**src/perip_pkg.sv**
```systemverilog
package perip_pkg;

    ////////////////////
    // address map
    ////////////////////

    // dtcm window, 4 KiB of 32-bit words
    localparam logic [31:0] DTCM_BASE  = 32'h8010_0000;
    localparam int          DTCM_WORDS = 1024;
    localparam int          DTCM_AW    = 10;

    // read-only inputs
    localparam logic [31:0] SW0_ADDR = 32'h8020_0000;
    localparam logic [31:0] SW1_ADDR = 32'h8020_0004;
    localparam logic [31:0] KEY_ADDR = 32'h8020_0010;

    // read/write registers
    localparam logic [31:0] SEG_ADDR = 32'h8020_0020;
    localparam logic [31:0] LED_ADDR = 32'h8020_0040;
    localparam logic [31:0] CNT_ADDR = 32'h8020_0050;

    // value seen on any unmapped read
    localparam logic [31:0] READ_DEFAULT = 32'hDEAD_BEEF;

    ////////////////////
    // timing
    ////////////////////

    // one counter step per microsecond at 50 MHz
    localparam int CNT_DIV = 50;
    localparam int CNT_PW  = $clog2(CNT_DIV);

    // clocks per display phase
    localparam int SCAN_DIV = 1000;
    localparam int SCAN_PW  = $clog2(SCAN_DIV);

    // display scan phases, blanks sit between the two digits
    typedef enum logic [1:0] {
        PH_BLANK_A = 2'd0,
        PH_LO      = 2'd1,
        PH_BLANK_B = 2'd2,
        PH_HI      = 2'd3
    } seg_phase_t;

endpackage

```
**src/perip_timer.sv**
```systemverilog
`timescale 1ns/1ps

module perip_timer
    import perip_pkg::*;
(
    input  logic        clk,
    input  logic        rst,
    input  logic        cnt_load,
    input  logic [31:0] cnt_load_value,
    output logic [31:0] cnt_value,
    output logic        scan_tick
);

    logic [CNT_PW-1:0]  cnt_pre;
    logic [SCAN_PW-1:0] scan_pre;
    logic               cnt_wrap;

    assign cnt_wrap = (cnt_pre == CNT_PW'(CNT_DIV - 1));

    ////////////////////
    // cycle counter
    ////////////////////

    // a load wins over counting and restarts the prescaler
    always_ff @(posedge clk or posedge rst) begin
        if (rst) begin
            cnt_pre   <= '0;
            cnt_value <= '0;
        end else if (cnt_load) begin
            cnt_pre   <= '0;
            cnt_value <= cnt_load_value;
        end else if (cnt_wrap) begin
            cnt_pre   <= '0;
            cnt_value <= cnt_value + 32'd1;
        end else begin
            cnt_pre <= cnt_pre + 1'b1;
        end
    end

    ////////////////////
    // display scan tick
    ////////////////////

    // free running, not affected by counter loads
    always_ff @(posedge clk or posedge rst) begin
        if (rst) begin
            scan_pre <= '0;
        end else if (scan_tick) begin
            scan_pre <= '0;
        end else begin
            scan_pre <= scan_pre + 1'b1;
        end
    end

    // high for the last cycle of each phase
    assign scan_tick = (scan_pre == SCAN_PW'(SCAN_DIV - 1));

endmodule

```
**config.mk**
```make
export PLATFORM = sky130hd
export DESIGN_NAME = perip_timer
export DESIGN_NICKNAME = d
export VERILOG_FILES = /design/src/perip_pkg.sv /design/src/perip_timer.sv
export SDC_FILE = /design/constraint.sdc
export NUM_CORES = 1
export LEC_CHECK = 0
export ABC_CLOCK_PERIOD_IN_PS = 2300
export BUFFER_PORTS_ARGS = -buffer_cell sky130_fd_sc_hd__buf_2
export CAP_MARGIN = 40
export CORE_MARGIN = 1.5
export CORE_UTILIZATION = 30
export CTS_BUF_LIST = sky130_fd_sc_hd__clkbuf_8
export DETAILED_ROUTE_END_ITERATION = 6
export PLACE_DENSITY = 0.59
export SKIP_LAST_GASP = 1
export SLEW_MARGIN = 5
export SYNTH_ARGS = -nofsm -noshare
export SYNTH_HDL_FRONTEND = slang
export SYNTH_SLANG_ARGS = --single-unit
```
**constraint.sdc**
```tcl
create_clock -name clk -period 2.3 [get_ports clk]
set_input_delay 0.23 -clock clk [delete_from_list [all_inputs] [get_ports clk]]
set_output_delay 0.23 -clock clk [all_outputs]
set_load 0.05 [all_outputs]
```
==> run metrics <==
clock skew=0.0117 ns; Synth area leaders=dfrtp_1 47%, xnor2_1 8.5%, nand2_1 6.9%; RePlAce Congestion=0.764; post-synthesis net count=321; first-pass GRT wire length=a little under 10000 µm; Least-Margin Pin Slew=roughly 0.64 ns; Worst slew margin=57.1%; reg-to-reg slack, setup=approximately 0.12 ns; Die Ht=95.4 µm; Seq/Total Area, Yosys=between 40% and 50%; VDD IR max=0.000204 V; Register-to-Register Path Depth=7; 1st-pass router iterations=4; Root Buffer=clkbuf_8; Final setup viols=0; critical path required time=2.07 ns; Worst setup EP type=output pin; Pint=1230 µW; number of global-route vias before repair=2040; #FFs+latches synth=48; total CTS buffers=5; via count=about 2200; Place WS=between 0.1 and 0.15 ns; unrepaired setup endpoints after global routing=no; final critical-path share of the clock period=between 90% and 100%; hold buffers post-CTS=0; Leakage=approximately 0.0014 µW; n_diodes=0; initial DRC count=96; Reg-to-Reg Start=cnt_pre[1]; TritonCTS clock tree=done; Hold/Removal Path Class=in -> async; Clock Path Buffers=2; Final Hold Fails=0; synth-to-layout area growth=24.1%; fin crit period=around 2.2 ns; Final Instance Count excl. Fillers=462; Yosys top cell by area=dfrtp_1; Netlist cell types=37; Seq pwr share=about half; row count=33; Ys Warns=0; DP HPWL=4500 µm; Worst R2R End=cnt_value[31]; die area=9100 µm²; Comb power frac=22.7%; Crit Path Category=reg -> out; asr flop ratio synth=100%; Starting Density=31.0%; Clk network pwr share=between 20 and 30%; DRC Markers=0; drt wl/cell=13.0 µm; Syn Std Cell Area=2560 µm²; H-tree depth=2; Post-synth EDFFs=0; WP data arrival=about 2.0 ns; Max Cap Viol=0; fin worst setup slack=~0.085 ns; Sw Share=~34%; Layout fillers=878; Via density=4.69; GRT Util Overall=14.1%; Top FF cell, synth=dfrtp_1; CTS sink cnt=between 40 and 50; largest net degree at the start of global routing=35; NumNets Final=around 400; average size of a mapped cell=9.09 µm²; Slew Limit Fails=0; worst skew pair latency=0.30 ns; worst-path maximum fanout=3; Power Density=approximately 590 nW/µm²; buffers added on ports=67; post-route ant nets=0; initial antenna violation count=0; cell count after synthesis=282; Sum Neg Setup Slack=0 ns; Reg clk slew, reported paths=0.09 ns; leading cell type in the layout, fill and taps excluded=buf_2; Worst setup SP type=flip-flop; Post-Route WL=6000 µm; Congestion Overflow GR=0; layout cells sized above 1=31.1%; area of the core=8260 µm²; I/O pin total=68; outcome=completed; Placed Instances=453; width of the die=roughly 95 µm; Net Switching=637 µW; FMAX=452 MHz; top cell type's share of synthesized area=between 40% and 50%; most frequent cells in the layout=66 x buf_2, 47 x nand2_1, 40 x dfrtp_1
metal layers:
layer,global-route usage (%),vias up,wire length (µm)
met2,22.2,44,2730
met5,0,-,0
met4,3.68,0,67
li1,-,1097,-
met1,18.5,1021,2770
met3,4.86,7,429
layout make-up:
type / count / area [µm²] / share of cell area (%)
Clock buffer: 5 / 68.8 / 2.16
Clock inverter: 2 / 8.76 / 0.275
Timing Repair Buffer: 80 / 439 / 13.8
Sequential cell: 48 / 1210 / 38.1
Inverter: 8 / 30.0 / 0.944
Multi-Input combinational cell: 214 / 1290 / 40.6
Tap cell: 105 / 131 / 4.13
critical path, cell delays in order, from the launching register on:
cell and delay [ns]:
dfrtp_1 0.38, ha_2 0.21, nand2_1 0.07, or4b_2 0.66, nor3_4 0.17, buf_6 0.18
cells in the mapped netlist (2+ instances only):
cell,count
a21oi_1,2
a31oi_1,2
and2_2,4
and3_1,5
and3_2,3
and4_2,2
clkbuf_1,10
dfrtp_1,48
ha_1,4
inv_1,8
mux2i_1,2
nand2_1,47
nand3_1,18
nand4_1,2
nor2_1,21
nor3_1,12
nor3b_1,2
nor4_1,5
o21ai_0,29
or3_1,4
xnor2_1,25
xor2_1,12
power groups by stage:
stage	Sequential, µW	Clock [µW]	Combinational [µW]
4_1_cts	969	491	429
6_report	968	473	423
3_3_place_gp	982	0	426
5_1_grt	978	538	462
2_1_floorplan	1160	0	124
3_5_place_dp	985	0	428
cell families after synthesis:
| group | count (synthesis) | share of synthesized area, % |
|---|---|---|
| simple gates | 134 | 26.7 |
| flops | 48 | 46.9 |
| xor+xnor | 37 | 12.6 |
| compound gates | 36 | 7.37 |
| buf+inv | 20 | 3.27 |
| fa+ha+maj | 4 | 1.95 |
| mux | 3 | 1.22 |
flip-flops by register name (all words and copies together), names as in the netlist:
signal,cells
cnt_value,32
cnt_pre,6
scan_pre,10
stage by stage:
step           hold slack (ns)  utilization (%)  power (µW)  instance area [µm²]
2_1_floorplan            0.340                -        1280                 2580
5_1_grt                 0.0636             38.5        1980                 3180
6_report               0.00259             38.5        1860                 3180
3_5_place_dp             0.364             37.3        1410                 3080
3_3_place_gp             0.365             37.3        1410                 3080
4_1_cts                 0.0295             38.4        1890                 3170
how the worst max path moves through the flow:
| stage | start | end | slack [ns] | cells past startpoint |
|---|---|---|---|---|
| 3_5_place_dp | cnt_pre[1] | cnt_value[31] | 0.12 | 7 |
| 2_1_floorplan | cnt_value[1] | cnt_value[31] | 0.003 | 6 |
| 4_1_cts | scan_pre[1] | scan_tick | 0.009 | 5 |
| 3_3_place_gp | cnt_pre[1] | cnt_value[31] | 0.17 | 7 |
| 5_1_grt | scan_pre[0] | scan_tick | 0.0008 | 5 |
| 6_report | scan_pre[0] | scan_tick | 0.09 | 5 |
repair_timing:
item,CTS,global route
cloned,0,0
setup buffers,1,1
hold endpoints to repair,0,0
resized for setup,3,0
endpoints found under the setup margin,1,1
pin swaps,0,1
(Power assumes the default switching activity.)
