===== src/perip_pkg.sv =====
package perip_pkg;

    ////////////////////
    // address map
    ////////////////////

    // dtcm window, 4 KiB of 32-bit words
    localparam logic [31:0] DTCM_BASE  = 32'h8010_0000;
    localparam int          DTCM_WORDS = 1024;
    localparam int          DTCM_AW    = 10;

    // read-only inputs
    localparam logic [31:0] SW0_ADDR = 32'h8020_0000;
    localparam logic [31:0] SW1_ADDR = 32'h8020_0004;
    localparam logic [31:0] KEY_ADDR = 32'h8020_0010;

    // read/write registers
    localparam logic [31:0] SEG_ADDR = 32'h8020_0020;
    localparam logic [31:0] LED_ADDR = 32'h8020_0040;
    localparam logic [31:0] CNT_ADDR = 32'h8020_0050;

    // value seen on any unmapped read
    localparam logic [31:0] READ_DEFAULT = 32'hDEAD_BEEF;

    ////////////////////
    // timing
    ////////////////////

    // one counter step per microsecond at 50 MHz
    localparam int CNT_DIV = 50;
    localparam int CNT_PW  = $clog2(CNT_DIV);

    // clocks per display phase
    localparam int SCAN_DIV = 1000;
    localparam int SCAN_PW  = $clog2(SCAN_DIV);

    // display scan phases, blanks sit between the two digits
    typedef enum logic [1:0] {
        PH_BLANK_A = 2'd0,
        PH_LO      = 2'd1,
        PH_BLANK_B = 2'd2,
        PH_HI      = 2'd3
    } seg_phase_t;

endpackage


===== src/perip_if.sv =====
`timescale 1ns/1ps

interface perip_if;

    // write port, single-cycle strobe
    logic [31:0] waddr;
    logic [31:0] wdata;
    logic        wen;
    // bit i enables byte i
    logic [3:0]  mask;

    // read port, data one cycle after the address
    logic [31:0] raddr;
    logic [31:0] rdata;

    // requester side
    modport cpu (
        output waddr, wdata, wen, mask, raddr,
        input  rdata
    );

    // target side
    modport dev (
        input  waddr, wdata, wen, mask, raddr,
        output rdata
    );

endinterface


===== src/perip_bridge.sv =====
`timescale 1ns/1ps

module perip_bridge
    import perip_pkg::*;
(
    input  logic         clk,
    input  logic         rst,
    input  logic [63:0]  sw_in,
    input  logic [7:0]   key_in,
    input  logic [31:0]  cnt_value,
    perip_if.dev         bus,
    perip_if.cpu         ram,
    output logic         cnt_load,
    output logic [31:0]  cnt_load_value,
    output logic [31:0]  seg_value,
    output logic [31:0]  led_out
);

    logic        dtcm_wsel;
    logic        dtcm_rsel;
    logic        rd_dtcm_q;
    logic [31:0] rd_mux_q;

    ////////////////////
    // address decode
    ////////////////////

    // window is aligned to its size, so the upper bits decide
    assign dtcm_wsel = (bus.waddr[31:DTCM_AW+2] == DTCM_BASE[31:DTCM_AW+2]);
    assign dtcm_rsel = (bus.raddr[31:DTCM_AW+2] == DTCM_BASE[31:DTCM_AW+2]);

    // dtcm sees word indices only
    assign ram.waddr = {{(32-DTCM_AW){1'b0}}, bus.waddr[DTCM_AW+1:2]};
    assign ram.raddr = {{(32-DTCM_AW){1'b0}}, bus.raddr[DTCM_AW+1:2]};
    assign ram.wdata = bus.wdata;
    assign ram.mask  = bus.mask;
    assign ram.wen   = bus.wen & dtcm_wsel;

    // counter load goes straight to the timer
    assign cnt_load       = bus.wen && (bus.waddr == CNT_ADDR);
    assign cnt_load_value = bus.wdata;

    ////////////////////
    // write side
    ////////////////////

    // full-word registers, byte mask only matters for dtcm
    always_ff @(posedge clk or posedge rst) begin
        if (rst) begin
            led_out   <= '0;
            seg_value <= '0;
        end else if (bus.wen) begin
            if (bus.waddr == LED_ADDR) begin
                led_out <= bus.wdata;
            end
            if (bus.waddr == SEG_ADDR) begin
                seg_value <= bus.wdata;
            end
        end
    end

    ////////////////////
    // read side
    ////////////////////

    // remember which source answers next cycle
    always_ff @(posedge clk or posedge rst) begin
        if (rst) begin
            rd_dtcm_q <= 1'b0;
        end else begin
            rd_dtcm_q <= dtcm_rsel;
        end
    end

    always_ff @(posedge clk or posedge rst) begin
        if (rst) begin
            rd_mux_q <= '0;
        end else begin
            case (bus.raddr)
                SW0_ADDR: rd_mux_q <= sw_in[31:0];
                SW1_ADDR: rd_mux_q <= sw_in[63:32];
                KEY_ADDR: rd_mux_q <= {24'd0, key_in};
                SEG_ADDR: rd_mux_q <= seg_value;
                LED_ADDR: rd_mux_q <= led_out;
                CNT_ADDR: rd_mux_q <= cnt_value;
                default:  rd_mux_q <= READ_DEFAULT;
            endcase
        end
    end

    // ram output is already registered inside dtcm_ram
    assign bus.rdata = rd_dtcm_q ? ram.rdata : rd_mux_q;

endmodule


===== src/flat_wrapper.sv =====
// flat-port wrapper written by rule: the top's interface ports become plain ports
module perip_bridge_flat import perip_pkg::*;
  (clk, rst, sw_in, key_in, cnt_value, cnt_load, cnt_load_value, seg_value, led_out, bus_waddr, bus_wdata, bus_wen, bus_mask, bus_raddr, bus_rdata, ram_waddr, ram_wdata, ram_wen, ram_mask, ram_raddr, ram_rdata);
  perip_if bus_i ();
  perip_if ram_i ();
  input  logic clk;
  input  logic rst;
  input  logic [63:0] sw_in;
  input  logic [7:0] key_in;
  input  logic [31:0] cnt_value;
  output logic cnt_load;
  output logic [31:0] cnt_load_value;
  output logic [31:0] seg_value;
  output logic [31:0] led_out;
  input wire logic [$bits(bus_i.waddr)-1:0] bus_waddr;
  input wire logic [$bits(bus_i.wdata)-1:0] bus_wdata;
  input wire logic [$bits(bus_i.wen)-1:0] bus_wen;
  input wire logic [$bits(bus_i.mask)-1:0] bus_mask;
  input wire logic [$bits(bus_i.raddr)-1:0] bus_raddr;
  output wire logic [$bits(bus_i.rdata)-1:0] bus_rdata;
  output wire logic [$bits(ram_i.waddr)-1:0] ram_waddr;
  output wire logic [$bits(ram_i.wdata)-1:0] ram_wdata;
  output wire logic [$bits(ram_i.wen)-1:0] ram_wen;
  output wire logic [$bits(ram_i.mask)-1:0] ram_mask;
  output wire logic [$bits(ram_i.raddr)-1:0] ram_raddr;
  input wire logic [$bits(ram_i.rdata)-1:0] ram_rdata;
  assign bus_i.waddr = bus_waddr;
  assign bus_i.wdata = bus_wdata;
  assign bus_i.wen = bus_wen;
  assign bus_i.mask = bus_mask;
  assign bus_i.raddr = bus_raddr;
  assign bus_rdata = bus_i.rdata;
  assign ram_waddr = ram_i.waddr;
  assign ram_wdata = ram_i.wdata;
  assign ram_wen = ram_i.wen;
  assign ram_mask = ram_i.mask;
  assign ram_raddr = ram_i.raddr;
  assign ram_i.rdata = ram_rdata;
  perip_bridge u_core (.clk(clk), .rst(rst), .sw_in(sw_in), .key_in(key_in), .cnt_value(cnt_value), .bus(bus_i), .ram(ram_i), .cnt_load(cnt_load), .cnt_load_value(cnt_load_value), .seg_value(seg_value), .led_out(led_out));
endmodule

===== config.mk =====
export PLATFORM = sky130hd
export DESIGN_NAME = perip_bridge_flat
export DESIGN_NICKNAME = d
export VERILOG_FILES = /design/src/perip_pkg.sv /design/src/perip_if.sv /design/src/perip_bridge.sv /design/src/flat_wrapper.sv
export SDC_FILE = /design/constraint.sdc
export NUM_CORES = 1
export LEC_CHECK = 0
export BUFFER_PORTS_ARGS = -buffer_cell sky130_fd_sc_hd__buf_2
export CAP_MARGIN = 40
export CORE_AREA = 4 4 183 185
export DETAILED_ROUTE_END_ITERATION = 10
export DIE_AREA = 0 0 187 189
export HOLD_SLACK_MARGIN = 0.12
export SLEW_MARGIN = 5
export SYNTH_ARGS = -nofsm -noshare
export SYNTH_HDL_FRONTEND = slang
export SYNTH_SLANG_ARGS = --single-unit

===== constraint.sdc =====
create_clock -name clk -period 2.9 [get_ports clk]
set_input_delay 0.145 -clock clk [delete_from_list [all_inputs] [get_ports clk]]
set_output_delay 0.145 -clock clk [all_outputs]
set_load 0.01 [all_outputs]

==> flow_metrics.py <==
metrics = {
    "outcome": {
        "outcome": "finished clean",
    },
    "setup_path": {
        "crit_path_cell_trace": "dlygate4sd3_1 > buf_2 > nor4b_1 > nand3_1 > nor4_4 > buf_4 > o221ai_1 > dlygate4sd3_1",
        "crit_path_start_kind": "primary input",
        "cpMaxStageDelayCell": "dlygate4sd3_1",
        "crit_family": "buffers and inverters",
        "path_class": "in -> reg",
        "ff2ff_path_depth": 5,
        "cp-end-kind": "register",
        "crit_cells": 8,
        "worstPathRequired_ps": 3130,
        "ff2ff_setup_slack_ps": 1300,
        "max_stage_delay_ps": 600,
        "critPathBufInv": 4,
        "crit_start": "bus_raddr[21]",
        "endpoint": "u_core.rd_mux_q[16]",
        "path_max_fanout": 17,
        "r2r_end": "u_core.rd_mux_q[16]",
        "crit_path_frequent_cell": "dlygate4sd3_1",
        "timing.rr.start": "u_core.seg_value[16]",
        "cp.arrival_ps": 2800,
    },
    "global_routing": {
        "grt_antenna_before_repair": 2,
        "overflow": 0,
        "grt_usage": 0.1437,
        "grt_pass1_vias": 6272,
        "grt_max_degree": 53,
        "grt_pass1_wl_mm": 39.01,
    },
    "finish": {
        "diodes": 0,
        "regArea_um2": 2429,
        "nFillCells": 3355,
        "final_net_count": 1219,
        "fin_util": 0.2872,
        "layout.cells.non_filler": 1393,
        "drive_gt1_frac": 0.5726,
        "multiInputGateArea_um2": 3161,
        "area_growth_pct": 39.56,
    },
    "place": {
        "gp_congestion": 0.8748,
        "post-dp-hpwl_mm": 20.06,
        "io_buffers": 416,
        "place_inst": 1318,
    },
    "hold_path": {
        "hold_class": "in -> reg",
    },
    "die": {
        "rows": 66,
        "dieArea_um2": 35340,
        "coreArea_um2": 32040,
        "die_h_um": 189,
        "die_w_um": 187,
        "io_pins": 469,
        "initial_core_util": 0.2058,
    },
    "route": {
        "vias": 5924,
        "wl_per_cell_um": 19.14,
        "firstDrtPassIters": 6,
        "drt.antenna.violating_nets": 0,
        "drc": 0,
        "drt_iter0_markers": 192,
        "viasPerCell": 4.253,
        "drt-total-wl_mm": 26.66,
    },
    "power_and_ir_drop": {
        "total_power_mw": 3.238,
        "ir_drop_mv": 0.2474,
        "comb_power_share": 0.180,
        "intPower_mw": 2.311,
        "power_frac_seq": 0.417,
        "p_per_area_nw_per_um2": 351.8,
        "power_switching_mw": 0.9265,
        "clkPwrFrac": 0.403,
        "leakagePower_nw": 4.688,
        "switching_share": 0.2862,
    },
    "sta": {
        "setup_viol": 0,
        "hold_viol_final": 0,
        "worst_clock_skew_ps": 9.704,
        "slew_viol_final": 0,
        "max_freq_mhz": 389.1,
        "tightest_slew_ps": 850.7,
        "post-route-period-util": 0.8863,
        "tns_ps": 0,
        "fin_crit_ps": 2570,
        "grt_setup_unrepaired": "no",
        "slew_headroom": 0.4315,
    },
    "synthesis": {
        "ys.flop_type": "dfrtp_1",
        "synth_edf_count": 0,
        "syn_area_um2": 6594,
        "async_flop_share": 1.000,
        "synth-seq-area-share": 0.3681,
        "synth_area_leaders": "dfrtp_1 37%, buf_4 15%, mux2_2 12%",
        "syn_avg_cell_area_um2": 10.95,
        "yosysTopAreaCell": "dfrtp_1",
        "syn_inst": 602,
        "yosysWarnings": 0,
        "synth_seq_cells": 97,
        "ys_types": 44,
        "yosysTopAreaCellShare": 0.3681,
    },
    "cts": {
        "clockBufferDepth": 2,
        "htree_levels": 3,
        "clkSlewWorstSetupHoldPaths_ps": 80,
        "cts_sinks": 97,
        "cts_tree": "built",
        "ctsHoldBuffers": 59,
        "cts_setup_buffers": 0,
        "cts_made_buffers": 9,
        "worstSkewPairLatency_ps": 350,
        "cts_resized": 0,
        "cts-root-buf": "clkbuf_16",
    },
    "run": {
        "cap_violations": 0,
    },
}
cells in the final DEF (no fill, tap or decap), types with 7 or more instances in the layout:
| cell | Yosys | layout |
|---|---|---|
| buf_4 | 135 | 13 |
| o221ai_1 | 17 | 17 |
| mux2i_1 | 42 | 42 |
| nor2_1 | 28 | 28 |
| buf_2 | 9 | 416 |
| o21ai_0 | 8 | 8 |
| clkbuf_16 | 0 | 9 |
| a22o_1 | 7 | 7 |
| mux2_4 | 30 | 30 |
| o22ai_1 | 7 | 7 |
| a21o_1 | 7 | 7 |
| mux2_2 | 71 | 71 |
| a21oi_1 | 31 | 31 |
| mux2_1 | 10 | 10 |
| dlygate4sd3_1 | 0 | 59 |
| dfrtp_1 | 97 | 96 |
| nand2_1 | 21 | 21 |
| nand3_1 | 9 | 9 |
| and2_1 | 7 | 7 |
| conb_1 | 1 | 44 |
synth_stat cells, types with 3 or more instances:
library cell and n:
buf_4 135, dfrtp_1 97, mux2_2 71, mux2i_1 42, a21oi_1 31, mux2_4 30, nor2_1 28, nand2_1 21
o221ai_1 17, clkbuf_1 11, mux2_1 10, buf_2 9, nand3_1 9, o21ai_0 8, a21o_1 7, a22o_1 7
and2_1 7, buf_1 7, o22ai_1 7, nor3_1 5, nor4_4 5, nor4_1 4, and2_0 3, buf_8 3
nor4b_1 3
sequential cells by signal, summed over array words and instances (netlist names):
name and cells:
u_core.seg_value 32, u_core.rd_dtcm_q 1, u_core.led_out 32, u_core.rd_mux_q 32
metal layers:
layer  up-vias  global-route usage  routed length [um]
met4         2             0.02958                 242
met3        18             0.02895                1610
li1       2718                   -                   -
met5         -                   0                   7
met2       262              0.2564               13610
met1      2924              0.1809               11200
worst min-delay path by stage:
stage	start	to	slack, ps	cells after the start
detailed placement	bus_mask[1]	ram_mask[1]	290	0
floorplan	bus_raddr[21]	u_core.rd_dtcm_q	220	1
global route	cnt_value[27]	u_core.rd_mux_q[27]	120	3
finish	bus_wdata[8]	u_core.led_out[8]	120	2
CTS	cnt_value[21]	u_core.rd_mux_q[21]	120	3
global placement	bus_mask[1]	ram_mask[1]	290	0
worst reg2reg max path, cell delays in order (launching register included):
cell and delay (ps):
dfrtp_1 430, mux2i_1 160, nor2_1 50, a21oi_1 120, o221ai_1 120, dlygate4sd3_1 600
area by class of cell:
type	count	share of cell area
well taps	408	0.05547
clock inverters	7	0.008838
repair buffers	489	0.3032
inverters	1	0.0006798
clock buffers	9	0.02447
multi-input cells	382	0.3434
flip-flops and latches	97	0.2639
power by group through the flow:
stage	Sequential, mW	Clock (mW)	Combinational, mW
final	1.35	1.30	0.583
after detailed placement	1.38	0	0.537
after floorplan	1.38	0	0.351
after global placement	1.38	0	0.530
after CTS	1.35	1.37	0.589
after global routing	1.35	1.41	0.638
through the flow:
step	hold WS [ps]	setup slack, ps	area [um2]
after floorplan	215.9	221.3	6755
final	122.2	329.7	9203
after global placement	290.1	830.0	8305
after global routing	122.3	220.2	9203
after detailed placement	290.1	831.3	8305
after CTS	121.3	371.5	9203
cells by family after synthesis:
kind of cell / share of synthesized area
flops: 0.3681
mux: 0.2704
other cells: 0.0005687
buf+inv: 0.1782
simple gates: 0.1017
compound gates: 0.08103
(Power assumes the default switching activity.)
