--- src/perip_pkg.sv ---
package perip_pkg;

    ////////////////////
    // address map
    ////////////////////

    // dtcm window, 4 KiB of 32-bit words
    localparam logic [31:0] DTCM_BASE  = 32'h8010_0000;
    localparam int          DTCM_WORDS = 1024;
    localparam int          DTCM_AW    = 10;

    // read-only inputs
    localparam logic [31:0] SW0_ADDR = 32'h8020_0000;
    localparam logic [31:0] SW1_ADDR = 32'h8020_0004;
    localparam logic [31:0] KEY_ADDR = 32'h8020_0010;

    // read/write registers
    localparam logic [31:0] SEG_ADDR = 32'h8020_0020;
    localparam logic [31:0] LED_ADDR = 32'h8020_0040;
    localparam logic [31:0] CNT_ADDR = 32'h8020_0050;

    // value seen on any unmapped read
    localparam logic [31:0] READ_DEFAULT = 32'hDEAD_BEEF;

    ////////////////////
    // timing
    ////////////////////

    // one counter step per microsecond at 50 MHz
    localparam int CNT_DIV = 50;
    localparam int CNT_PW  = $clog2(CNT_DIV);

    // clocks per display phase
    localparam int SCAN_DIV = 1000;
    localparam int SCAN_PW  = $clog2(SCAN_DIV);

    // display scan phases, blanks sit between the two digits
    typedef enum logic [1:0] {
        PH_BLANK_A = 2'd0,
        PH_LO      = 2'd1,
        PH_BLANK_B = 2'd2,
        PH_HI      = 2'd3
    } seg_phase_t;

endpackage

--- src/seg_digit_mux.sv ---
`timescale 1ns/1ps

module seg_digit_mux
    import perip_pkg::*;
(
    input  logic        clk,
    input  logic        rst,
    input  seg_phase_t  phase,
    input  logic [31:0] seg_value,
    output logic [39:0] seg_out
);

    logic [39:0] seg_next;
    logic [3:0]  nib;

    // hex to segments a..g, active high, bit 0 is a
    function automatic logic [6:0] hex7(input logic [3:0] h);
        case (h)
            4'h0: return 7'h3F;
            4'h1: return 7'h06;
            4'h2: return 7'h5B;
            4'h3: return 7'h4F;
            4'h4: return 7'h66;
            4'h5: return 7'h6D;
            4'h6: return 7'h7D;
            4'h7: return 7'h07;
            4'h8: return 7'h7F;
            4'h9: return 7'h6F;
            4'hA: return 7'h77;
            4'hB: return 7'h7C;
            4'hC: return 7'h39;
            4'hD: return 7'h5E;
            4'hE: return 7'h79;
            default: return 7'h71;
        endcase
    endfunction

    // group g shows nibble 2g on the low digit, 2g+1 on the high one
    always_comb begin
        seg_next = '0;
        nib      = '0;
        for (int g = 0; g < 4; g++) begin
            nib = (phase == PH_HI) ? seg_value[8*g+4 +: 4] : seg_value[8*g +: 4];
            if (phase == PH_LO || phase == PH_HI) begin
                seg_next[10*g +: 7] = hex7(nib);
                seg_next[10*g + 8]  = (phase == PH_LO);
                seg_next[10*g + 9]  = (phase == PH_HI);
            end
        end
    end

    // decimal points stay at zero through seg_next
    always_ff @(posedge clk or posedge rst) begin
        if (rst) begin
            seg_out <= '0;
        end else begin
            seg_out <= seg_next;
        end
    end

endmodule

--- config.mk ---
export PLATFORM = sky130hd
export DESIGN_NAME = seg_digit_mux
export DESIGN_NICKNAME = d
export VERILOG_FILES = /design/src/perip_pkg.sv /design/src/seg_digit_mux.sv
export SDC_FILE = /design/constraint.sdc
export NUM_CORES = 1
export LEC_CHECK = 0
export BUFFER_PORTS_ARGS = -buffer_cell sky130_fd_sc_hd__buf_2
export CAP_MARGIN = 15
export CORE_ASPECT_RATIO = 0.75
export CORE_UTILIZATION = 55
export DETAILED_ROUTE_END_ITERATION = 10
export GPL_ROUTABILITY_DRIVEN = 0
export HOLD_SLACK_MARGIN = 0.1
export PLACE_DENSITY = 0.86
export SYNTH_ARGS = -nofsm -noshare
export SYNTH_HDL_FRONTEND = slang
export SYNTH_SLANG_ARGS = --single-unit
--- constraint.sdc ---
create_clock -name clk -period 1.4 [get_ports clk]
set_input_delay 0.21 -clock clk [delete_from_list [all_inputs] [get_ports clk]]
set_output_delay 0.21 -clock clk [all_outputs]
set_load 0.01 [all_outputs]
==> out/summary.txt, run 1 <==
Cells along the critical path: buf_12 > nand2_8 > buf_12 > mux2i_4 > inv_2 > ha_4 > mux4_2 > nor2_1
Clk Tree Root Cell: clkbuf_8
DR WL/cell: 28.8 um
Largest family of logic cells by synthesized area: multiplexers
Endpoints failing setup: 25
Clk sinks: 30
Leading area contributor after synthesis: dfrtp_1
Worst Path Required: 1.61 ns
Post-Synth Adder-Cell Area: 13.4%
Crit path top cell by count: buf_12
Critical Path Sink Type: flip-flop
Core Footprint: 0.00378 mm^2
Failing checks: setup timing
Vias: 2,674
DR WL met2: 4.85 mm
Largest net degree at the start of global routing: 31
Proportion of layout cells with a drive suffix above 1: 69.6%
Part of the Yosys area used for sequential elements: 33.6%
Netlist cell types: 42
Rows: 19
Tot Pwr: 3.12 mW
Antenna violations before repair: 0
Final critical-path share of the clock period: 116%
WL met1: 3.63 mm
Die Span X: 75.6 um
Total grt overflow: 0
Min Tclk post-route: 1.63 ns
Remaining DRCs: 0
Critical Path Start: phase[1]
Chip height: 57.2 um
First-pass GRT wire length: 12.4 mm
CTS Buffer Depth: 2
Top flop regs: seg_out x30
P&R area growth vs syn: 63.3%
CP Launch Type: primary input
Status: finished with violations
Final hold viol count: 0
Total power per unit cell area: 853 mW/mm^2
Main synth FF type: dfrtp_1
CP max-delay cell: mux4_2
Worst hold stages: 3
Share of the synthesized area in the top cell type: 33.6%
Async set or reset register ratio after synthesis: 100%
Routed WL: 11.1 mm
First-pass iteration count of the detailed router: 6
Synthesized instance count: 196
DR WL met3: 1.51 mm
Mapped cell area: 0.00224 mm^2
Top reg by flops: seg_out
Total die area: 0.00433 mm^2
Worst Path Arrival: 1.83 ns
Max Cap Viol: 0
RSZ-0062 raised after global routing: true
# IOs: 76
Max FFs per register: 30
Synth area leaders: dfrtp_1 (34%), ha_1 (13%), mux2i_1 (13%)
Hold path startpoint: phase[1]
Peak supply drop: 572 uV
Ys Warns: 0
Initial Util: 59.2%
Max-slew violations: 0
Flops & latches, synth: 30
Max layer used: met4
Fmax: 615 MHz
Post-synth EDFFs: 0
IO Port Bufs: 71
Antenna Cells: 0
Vias/cell: 6.96
Hold WS: 0.234 ns
CTS Buf Count: 5
Pleak: 1.77 nW
Routed Antenna Nets: 0
GR Util All Layers: 39.6%
Vias in the first global route: 2,307
Simple-gate share of the synthesized area: 4.64%
Max incr delay on CP: 0.50 ns
First DRT Iteration DRCs: 463
Worst Hold Class: primary input to flip-flop
Worst-path clk slew: 0.07 ns
Post-DP HPWL: 4.69 mm
Mux contribution to synthesized area: 22.9%
H-tree depth: 2
# nets final: 391
Setup WS post-layout: -0.226 ns
Syn_area_per_cell: 11.4 um^2
Synth Area in XOR/XNOR: 0.783%
CTS tree: done
Crit-path max FO: 5
# fillers: 73
Setup CP Type: primary input to flip-flop
Synth Area in Compound Gates: 16.3%
## repair_timing
item / CTS / global route
endpoints found under the hold margin: 30 / 0
endpoints found under the setup margin: 22 / 22
gates resized for setup: 21 / 36
setup buffers: 9 / 7
pin swaps: 10 / 11
hold buffers: 1 / 0
gates cloned: 1 / 1
## path summary, 6_finish.rpt
| kind | endpoint |
|---|---|
| min in group asynchronous | seg_out[21]$_DFF_PP0_ |
| setup / recovery | seg_out[3]$_DFF_PP0_ |
| hold / removal | seg_out[38]$_DFF_PP0_ |
| max in group asynchronous | seg_out[36]$_DFF_PP0_ |
## kinds of logic after synthesis
group / count (synthesis)
xor+xnor: 2
mux: 42
buf+inv: 32
simple gates: 20
other cells: 1
compound gates: 45
flops: 30
fa+ha+maj: 24
## per-layer routing
| metal | GRT usage [%] | vias up |
|---|---|---|
| li1 | - | 979 |
| met1 | 51.9 | 1235 |
| met2 | 64.8 | 345 |
| met3 | 7.60 | 115 |
| met4 | 15.1 | 0 |
| met5 | 0 | - |
## metrics by stage
step                utilization (%)  setup TNS, ns  setup WS [ns]  cells  area, um^2
global route                   96.7          -4.45         -0.351    384        3650
detailed placement             82.9          -9.81         -0.531    357        3130
floorplan                         -          -3.04         -0.301    199        2470
global placement               82.9          -7.99         -0.406    357        3130
finish                         96.7          -2.83         -0.226    384        3650
CTS                            90.4         -0.369        -0.0845    376        3420
## power breakdown
group	switching (mW)	total (mW)	leakage (nW)	internal [mW]
logic	0.748	1.38	1.34	0.633
registers	0.0410	0.995	0.374	0.954
clock network	0.345	0.742	0.0482	0.397
total	1.13	3.12	1.77	1.98
## cell usage after synthesis, types with 4 or more instances
master and number:
mux2i_1 29, inv_1 15, a21oi_1 8, nand2_1 4, nor2_1 6, dfrtp_1 30
buf_4 11, mux2_2 6, ha_1 24, o31ai_1 8
## area by class of cell
type                            instances  area (um^2)  share of cell area, %
Timing Repair Buffer                  141          955                   26.1
Tap cell                               52         65.1                   1.78
Inverter                               15         58.8                   1.61
Clock inverter                          1         5.00                  0.137
Clock buffer                            7         86.3                   2.36
Sequential cell                        30          751                   20.5
Multi-Input combinational cell        138         1730                   47.4
## cells in the final DEF, fill, tap and decap left out, drive strengths merged, types with 6 or more instances in the layout
| cell | synthesis | routed |
|---|---|---|
| a21oi | 10 | 10 |
| buf | 15 | 139 |
| nand2 | 5 | 6 |
| dfrtp | 30 | 30 |
| o31ai | 8 | 8 |
| inv | 15 | 15 |
| mux2i | 31 | 31 |
| clkbuf | 2 | 7 |
| mux2 | 7 | 7 |
| nor2 | 6 | 6 |
| ha | 24 | 24 |
## critical path, delay by kind of cell
family	cells	cell delay (ns)
buffers and inverters	3	0.35
multiplexers	2	0.81
adder cells (fa/ha/maj)	1	0.18
AND/OR/NAND/NOR	2	0.27
Power figures use the tool's default switching activity.
==> run 2, diff against run 1 <==
--- a/config.mk
+++ b/config.mk
@@ -7,8 +7,10 @@
 export LEC_CHECK = 0
 export BUFFER_PORTS_ARGS = -buffer_cell sky130_fd_sc_hd__buf_2
 export CAP_MARGIN = 15
+export CELL_PAD_IN_SITES_DETAIL_PLACEMENT = 1
+export CELL_PAD_IN_SITES_GLOBAL_PLACEMENT = 1
 export CORE_ASPECT_RATIO = 0.75
-export CORE_UTILIZATION = 55
+export CORE_UTILIZATION = 42
 export DETAILED_ROUTE_END_ITERATION = 10
 export GPL_ROUTABILITY_DRIVEN = 0
 export HOLD_SLACK_MARGIN = 0.1
==> run 2 against run 1 <==
Against the previous run: the flow still finishes with violations (setup timing); global-route usage down 6.6 points; largest power group unchanged; highest routed layer unchanged; critical path depth shrank 1; fmax rose by 3.1%; worst hold slack got worse by 0.0090 ns; critical path type unchanged; sequential share of layout area grew 0.33 points; via count decreased by 14%; combinational power down 7%; utilization down 25 points.
==> out/summary.txt, run 2 (synthesized netlist as in run 1, its figures left out) <==
Core Footprint: 0.00501 mm^2
Worst Path Required: 1.63 ns
Top reg by flops: seg_out
Routed WL: 10.2 mm
Total grt overflow: 0
CTS Buf Count: 5
Post-DP HPWL: 5.92 mm
P&R area growth vs syn: 60.7%
Setup WS post-layout: -0.177 ns
Initial Util: 44.7%
Proportion of layout cells with a drive suffix above 1: 66.5%
# nets final: 382
Top flop regs: seg_out x30
Hold WS: 0.225 ns
Status: finished with violations
DR WL/cell: 25.9 um
Fmax: 634 MHz
Final Util: 71.8%
RSZ-0062 raised after global routing: true
Routed Antenna Nets: 0
# fillers: 519
Rows: 22
Commonest non-fill, non-tap cells in the layout: buf_2 (69), buf_4 (50), dfrtp_1 (30)
Vias/cell: 5.86
Vias: 2,308
Chip height: 65.2 um
Commonest non-fill, non-tap cell in the layout: buf_2
Worst Path Arrival: 1.81 ns
Total die area: 0.00563 mm^2
Remaining DRCs: 0
H-tree depth: 2
Min Tclk post-route: 1.58 ns
IO Port Bufs: 71
CP Launch Type: primary input
# IOs: 76
First-pass iteration count of the detailed router: 4
Final non-filler cell total: 394
Worst Hold Class: primary input to flip-flop
GR Util All Layers: 33.0%
Antenna Cells: 0
First-pass GRT wire length: 13.3 mm
Critical Path Sink Type: flip-flop
Failing checks: setup timing
Final hold viol count: 0
Crit-path max FO: 6
Placed insts: 377
Setup CP Type: primary input to flip-flop
CTS tree: done
First DRT Iteration DRCs: 101
Worst hold stages: 3
Clk Tree Root Cell: clkbuf_8
Pleak: 1.71 nW
Die Span X: 86.3 um
Worst-path clk slew: 0.07 ns
CTS Buffer Depth: 2
Endpoints failing setup: 13
Antenna violations before repair: 0
Max Cap Viol: 0
Clk sinks: 30
Largest net degree at the start of global routing: 31
Peak supply drop: 764 uV
Max-slew violations: 0
Final critical-path share of the clock period: 113%
Vias in the first global route: 2,430
Max FFs per register: 30
Total power per unit cell area: 832 mW/mm^2
[run 2: cell count changes in the layout (fill, tap and decap cells not counted), moves of 2 or more]
cell,before,now
ha_2,6,3
ha_4,10,13
mux2_2,3,5
buf_4,58,50
mux2i_2,6,4
mux2_4,4,2
[run 2: worst max-delay path, stage by stage]
cell	delay (ns)
buf_12	0.12
nand2_8	0.15
mux2i_4	0.37
inv_2	0.14
ha_4	0.25
mux4_2	0.46
nor2_1	0.11
[run 2: timing repair]
action,4_1_cts,5_1_grt
setup buffers,6,2
endpoints found under the setup margin,22,20
hold buffers,1,0
cloned,1,0
gates resized for setup,17,37
pin swaps,8,12
endpoints found under the hold margin,30,0
[run 2: power by group]
group	leakage, nW	switching, mW	internal [mW]	total, mW
Sequential	0.374	0.0374	0.953	0.991
Clock	0.0383	0.368	0.342	0.711
Combinational	1.29	0.687	0.604	1.29
Total	1.71	1.09	1.90	2.99
[run 2: path summary, 6_finish.rpt]
| kind | startpoint | end | slack, ns |
|---|---|---|---|
| max | phase[0] | seg_out[23]$_DFF_PP0_ | -0.18 |
| min | phase[1] | seg_out[29]$_DFF_PP0_ | 0.22 |
| min in group asynchronous | rst | seg_out[30]$_DFF_PP0_ | 0.56 |
| max in group asynchronous | rst | seg_out[12]$_DFF_PP0_ | 0.53 |
[run 2: layer usage]
metal	up-vias	global-route usage, %	routed length (um)
met5	-	0	0
met4	0	17.9	521
met3	50	6.53	671
met2	144	59.4	5280
met1	1151	37.0	3730
li1	963	-	-
[run 2: layout make-up]
type	count	area, um^2	share of cell area, %
sequential	30	751	20.9
inverter	15	58.8	1.64
clock buffer	7	76.3	2.12
timing repair buffer	132	892	24.8
tap	72	90.1	2.51
multi-input combinational	138	1730	48.1
[run 2: through the flow]
step / power, mW / setup TNS [ns] / setup slack, ns / instance area (um^2)
2_1_floorplan: 1.59 / -3.04 / -0.301 / 2470
3_3_place_gp: 1.97 / -8.69 / -0.423 / 3170
3_5_place_dp: 2.04 / -11.13 / -0.628 / 3170
4_1_cts: 2.78 / -0.444 / -0.0674 / 3380
5_1_grt: 3.10 / -1.52 / -0.209 / 3600
6_report: 2.99 / -1.14 / -0.177 / 3600
==> run 3, diff against run 2 <==
==> constraint.sdc (replaced) <==
create_clock -name clk -period 1.9 [get_ports clk]
set_input_delay 0.285 -clock clk [delete_from_list [all_inputs] [get_ports clk]]
set_output_delay 0.285 -clock clk [all_outputs]
set_load 0.01 [all_outputs]
==> run 3 against run 2 <==
Against the previous run: the flow now finishes without violations; via count shrank 15%; worst setup slack better by 0.32 ns; sequential power is 27% lower; routed wire length is 36% lower; sequential share of layout area increased by 3.7 points; critical path depth increased by 3; sequential cell count did not move; non-clock buffer count shrank 23.
==> out/summary.txt, run 3 (synthesized netlist as in run 1, its figures left out) <==
Die Span X: 86.3 um
IO Port Bufs: 71
Max FFs per register: 30
Worst Path Arrival: 2.00 ns
Setup CP Type: primary input to flip-flop
CTS Buf Count: 5
Max Cap Viol: 0
Top reg by flops: seg_out
P&R area growth vs syn: 36.5%
Remaining DRCs: 0
Register area: 751 um^2
H-tree depth: 2
Vias: 1,953
Final critical-path share of the clock period: 92.4%
Rows: 22
# fillers: 582
Critical Path Sink Type: flip-flop
Routed Antenna Nets: 0
Total power per unit cell area: 679 mW/mm^2
Final hold viol count: 0
Antenna Cells: 0
Cells along the critical path: buf_2 > nand2_4 > buf_4 > mux2i_4 > inv_1 > ha_1 > inv_1 > a211oi_2 > a2111oi_4 > a31o_2
Clk Tree Root Cell: clkbuf_8
Worst slew margin: 58.6%
Commonest non-fill, non-tap cells in the layout: buf_2 (71), buf_4 (36), dfrtp_1 (30)
First-pass GRT wire length: 10.7 mm
CTS tree: done
Final TNS setup: 0 ns
Chip height: 65.2 um
Total grt overflow: 0
Max-slew violations: 0
Placed insts: 362
Crit path top cell by count: inv_1
Final Util: 60.9%
RSZ-0062 raised after global routing: false
Peak supply drop: 413 uV
Initial Util: 44.7%
Worst hold stages: 3
GR Util All Layers: 25.7%
Crit-path max FO: 4
# IOs: 76
# nets final: 358
Endpoints failing setup: 0
Largest net degree at the start of global routing: 31
Fmax: 570 MHz
Resized Gates After CTS: 0
Setup WS post-layout: 0.144 ns
DR WL/cell: 17.6 um
CP Launch Type: primary input
CTS Buffer Depth: 2
First-pass iteration count of the detailed router: 4
Status: completed
Top flop regs: seg_out x30
Worst-path clk slew: 0.07 ns
CP max-delay cell: a2111oi_4
Min Tclk post-route: 1.76 ns
Total die area: 0.00563 mm^2
Tot Pwr: 2.07 mW
First DRT Iteration DRCs: 55
Pleak: 1.60 nW
Slew @ Worst Pin: 0.620 ns
Commonest non-fill, non-tap cell in the layout: buf_2
Antenna violations before repair: 0
Routed WL: 6.52 mm
Proportion of layout cells with a drive suffix above 1: 49.8%
Worst Path Required: 2.14 ns
Multi-input gate area: 0.00139 mm^2
Dpl ws: -0.157 ns
Final non-filler cell total: 371
Post-DP HPWL: 4.82 mm
Max incr delay on CP: 0.34 ns
Worst Hold Class: primary input to flip-flop
# Post-CTS Setup Buffers: 0
Vias in the first global route: 2,158
Core Footprint: 0.00501 mm^2
Clk sinks: 30
Vias/cell: 5.26
[run 3: changes by cell type in the layout (fill, tap and decap cells not counted), sizes merged]
cell and delta:
nand2 -1, clkinv +2, clkbuf -2, bufinv +1
buf -23
[run 3: final timing paths]
path,startpoint,to
max,phase[1],seg_out[30]$_DFF_PP0_
min,phase[1],seg_out[38]$_DFF_PP0_
max in group asynchronous,rst,seg_out[21]$_DFF_PP0_
min in group asynchronous,rst,seg_out[29]$_DFF_PP0_
[run 3: stage by stage]
stage	instance area [um^2]	hold WS, ns
2_1_floorplan	2330	0.346
3_3_place_gp	2930	0.382
3_5_place_dp	2930	0.392
4_1_cts	3050	0.285
5_1_grt	3050	0.288
6_report	3050	0.287
[run 3: final cells by class]
type,instances,share of cell area (%)
tap,72,2.95
timing repair buffer,109,21.5
multi-input combinational,137,45.6
clock inverter,3,1.31
clock buffer,5,2.25
inverter,15,1.84
sequential,30,24.6
[run 3: critical path, delay by kind of cell]
family                   cells  cell delay [ns]
buffers and inverters        4             0.53
multiplexers                 1             0.28
adder cells (fa/ha/maj)      1             0.26
AO/OA/AOI/OAI                3             0.56
AND/OR/NAND/NOR              1             0.08
[run 3: timing repair]
item                                    in CTS  in global routing
hold buffers                                 1                  0
endpoints found under the hold margin       30                  0
endpoints found under the setup margin       0                  0
[run 3: layer usage]
layer  vias up  track usage, %  wire (um)
li1        909               -          -
met5         -               0          0
met4         0            9.17        112
met1       970            28.6       2760
met3        13            6.41        264
met2        61            47.6       3390
[run 3: report_power, final]
group	switching (mW)	total (mW)	internal (mW)	leakage, nW
combinational	0.363	0.686	0.323	1.16
sequential	0.0186	0.720	0.702	0.374
clock	0.281	0.666	0.386	0.0579
total	0.662	2.07	1.41	1.60
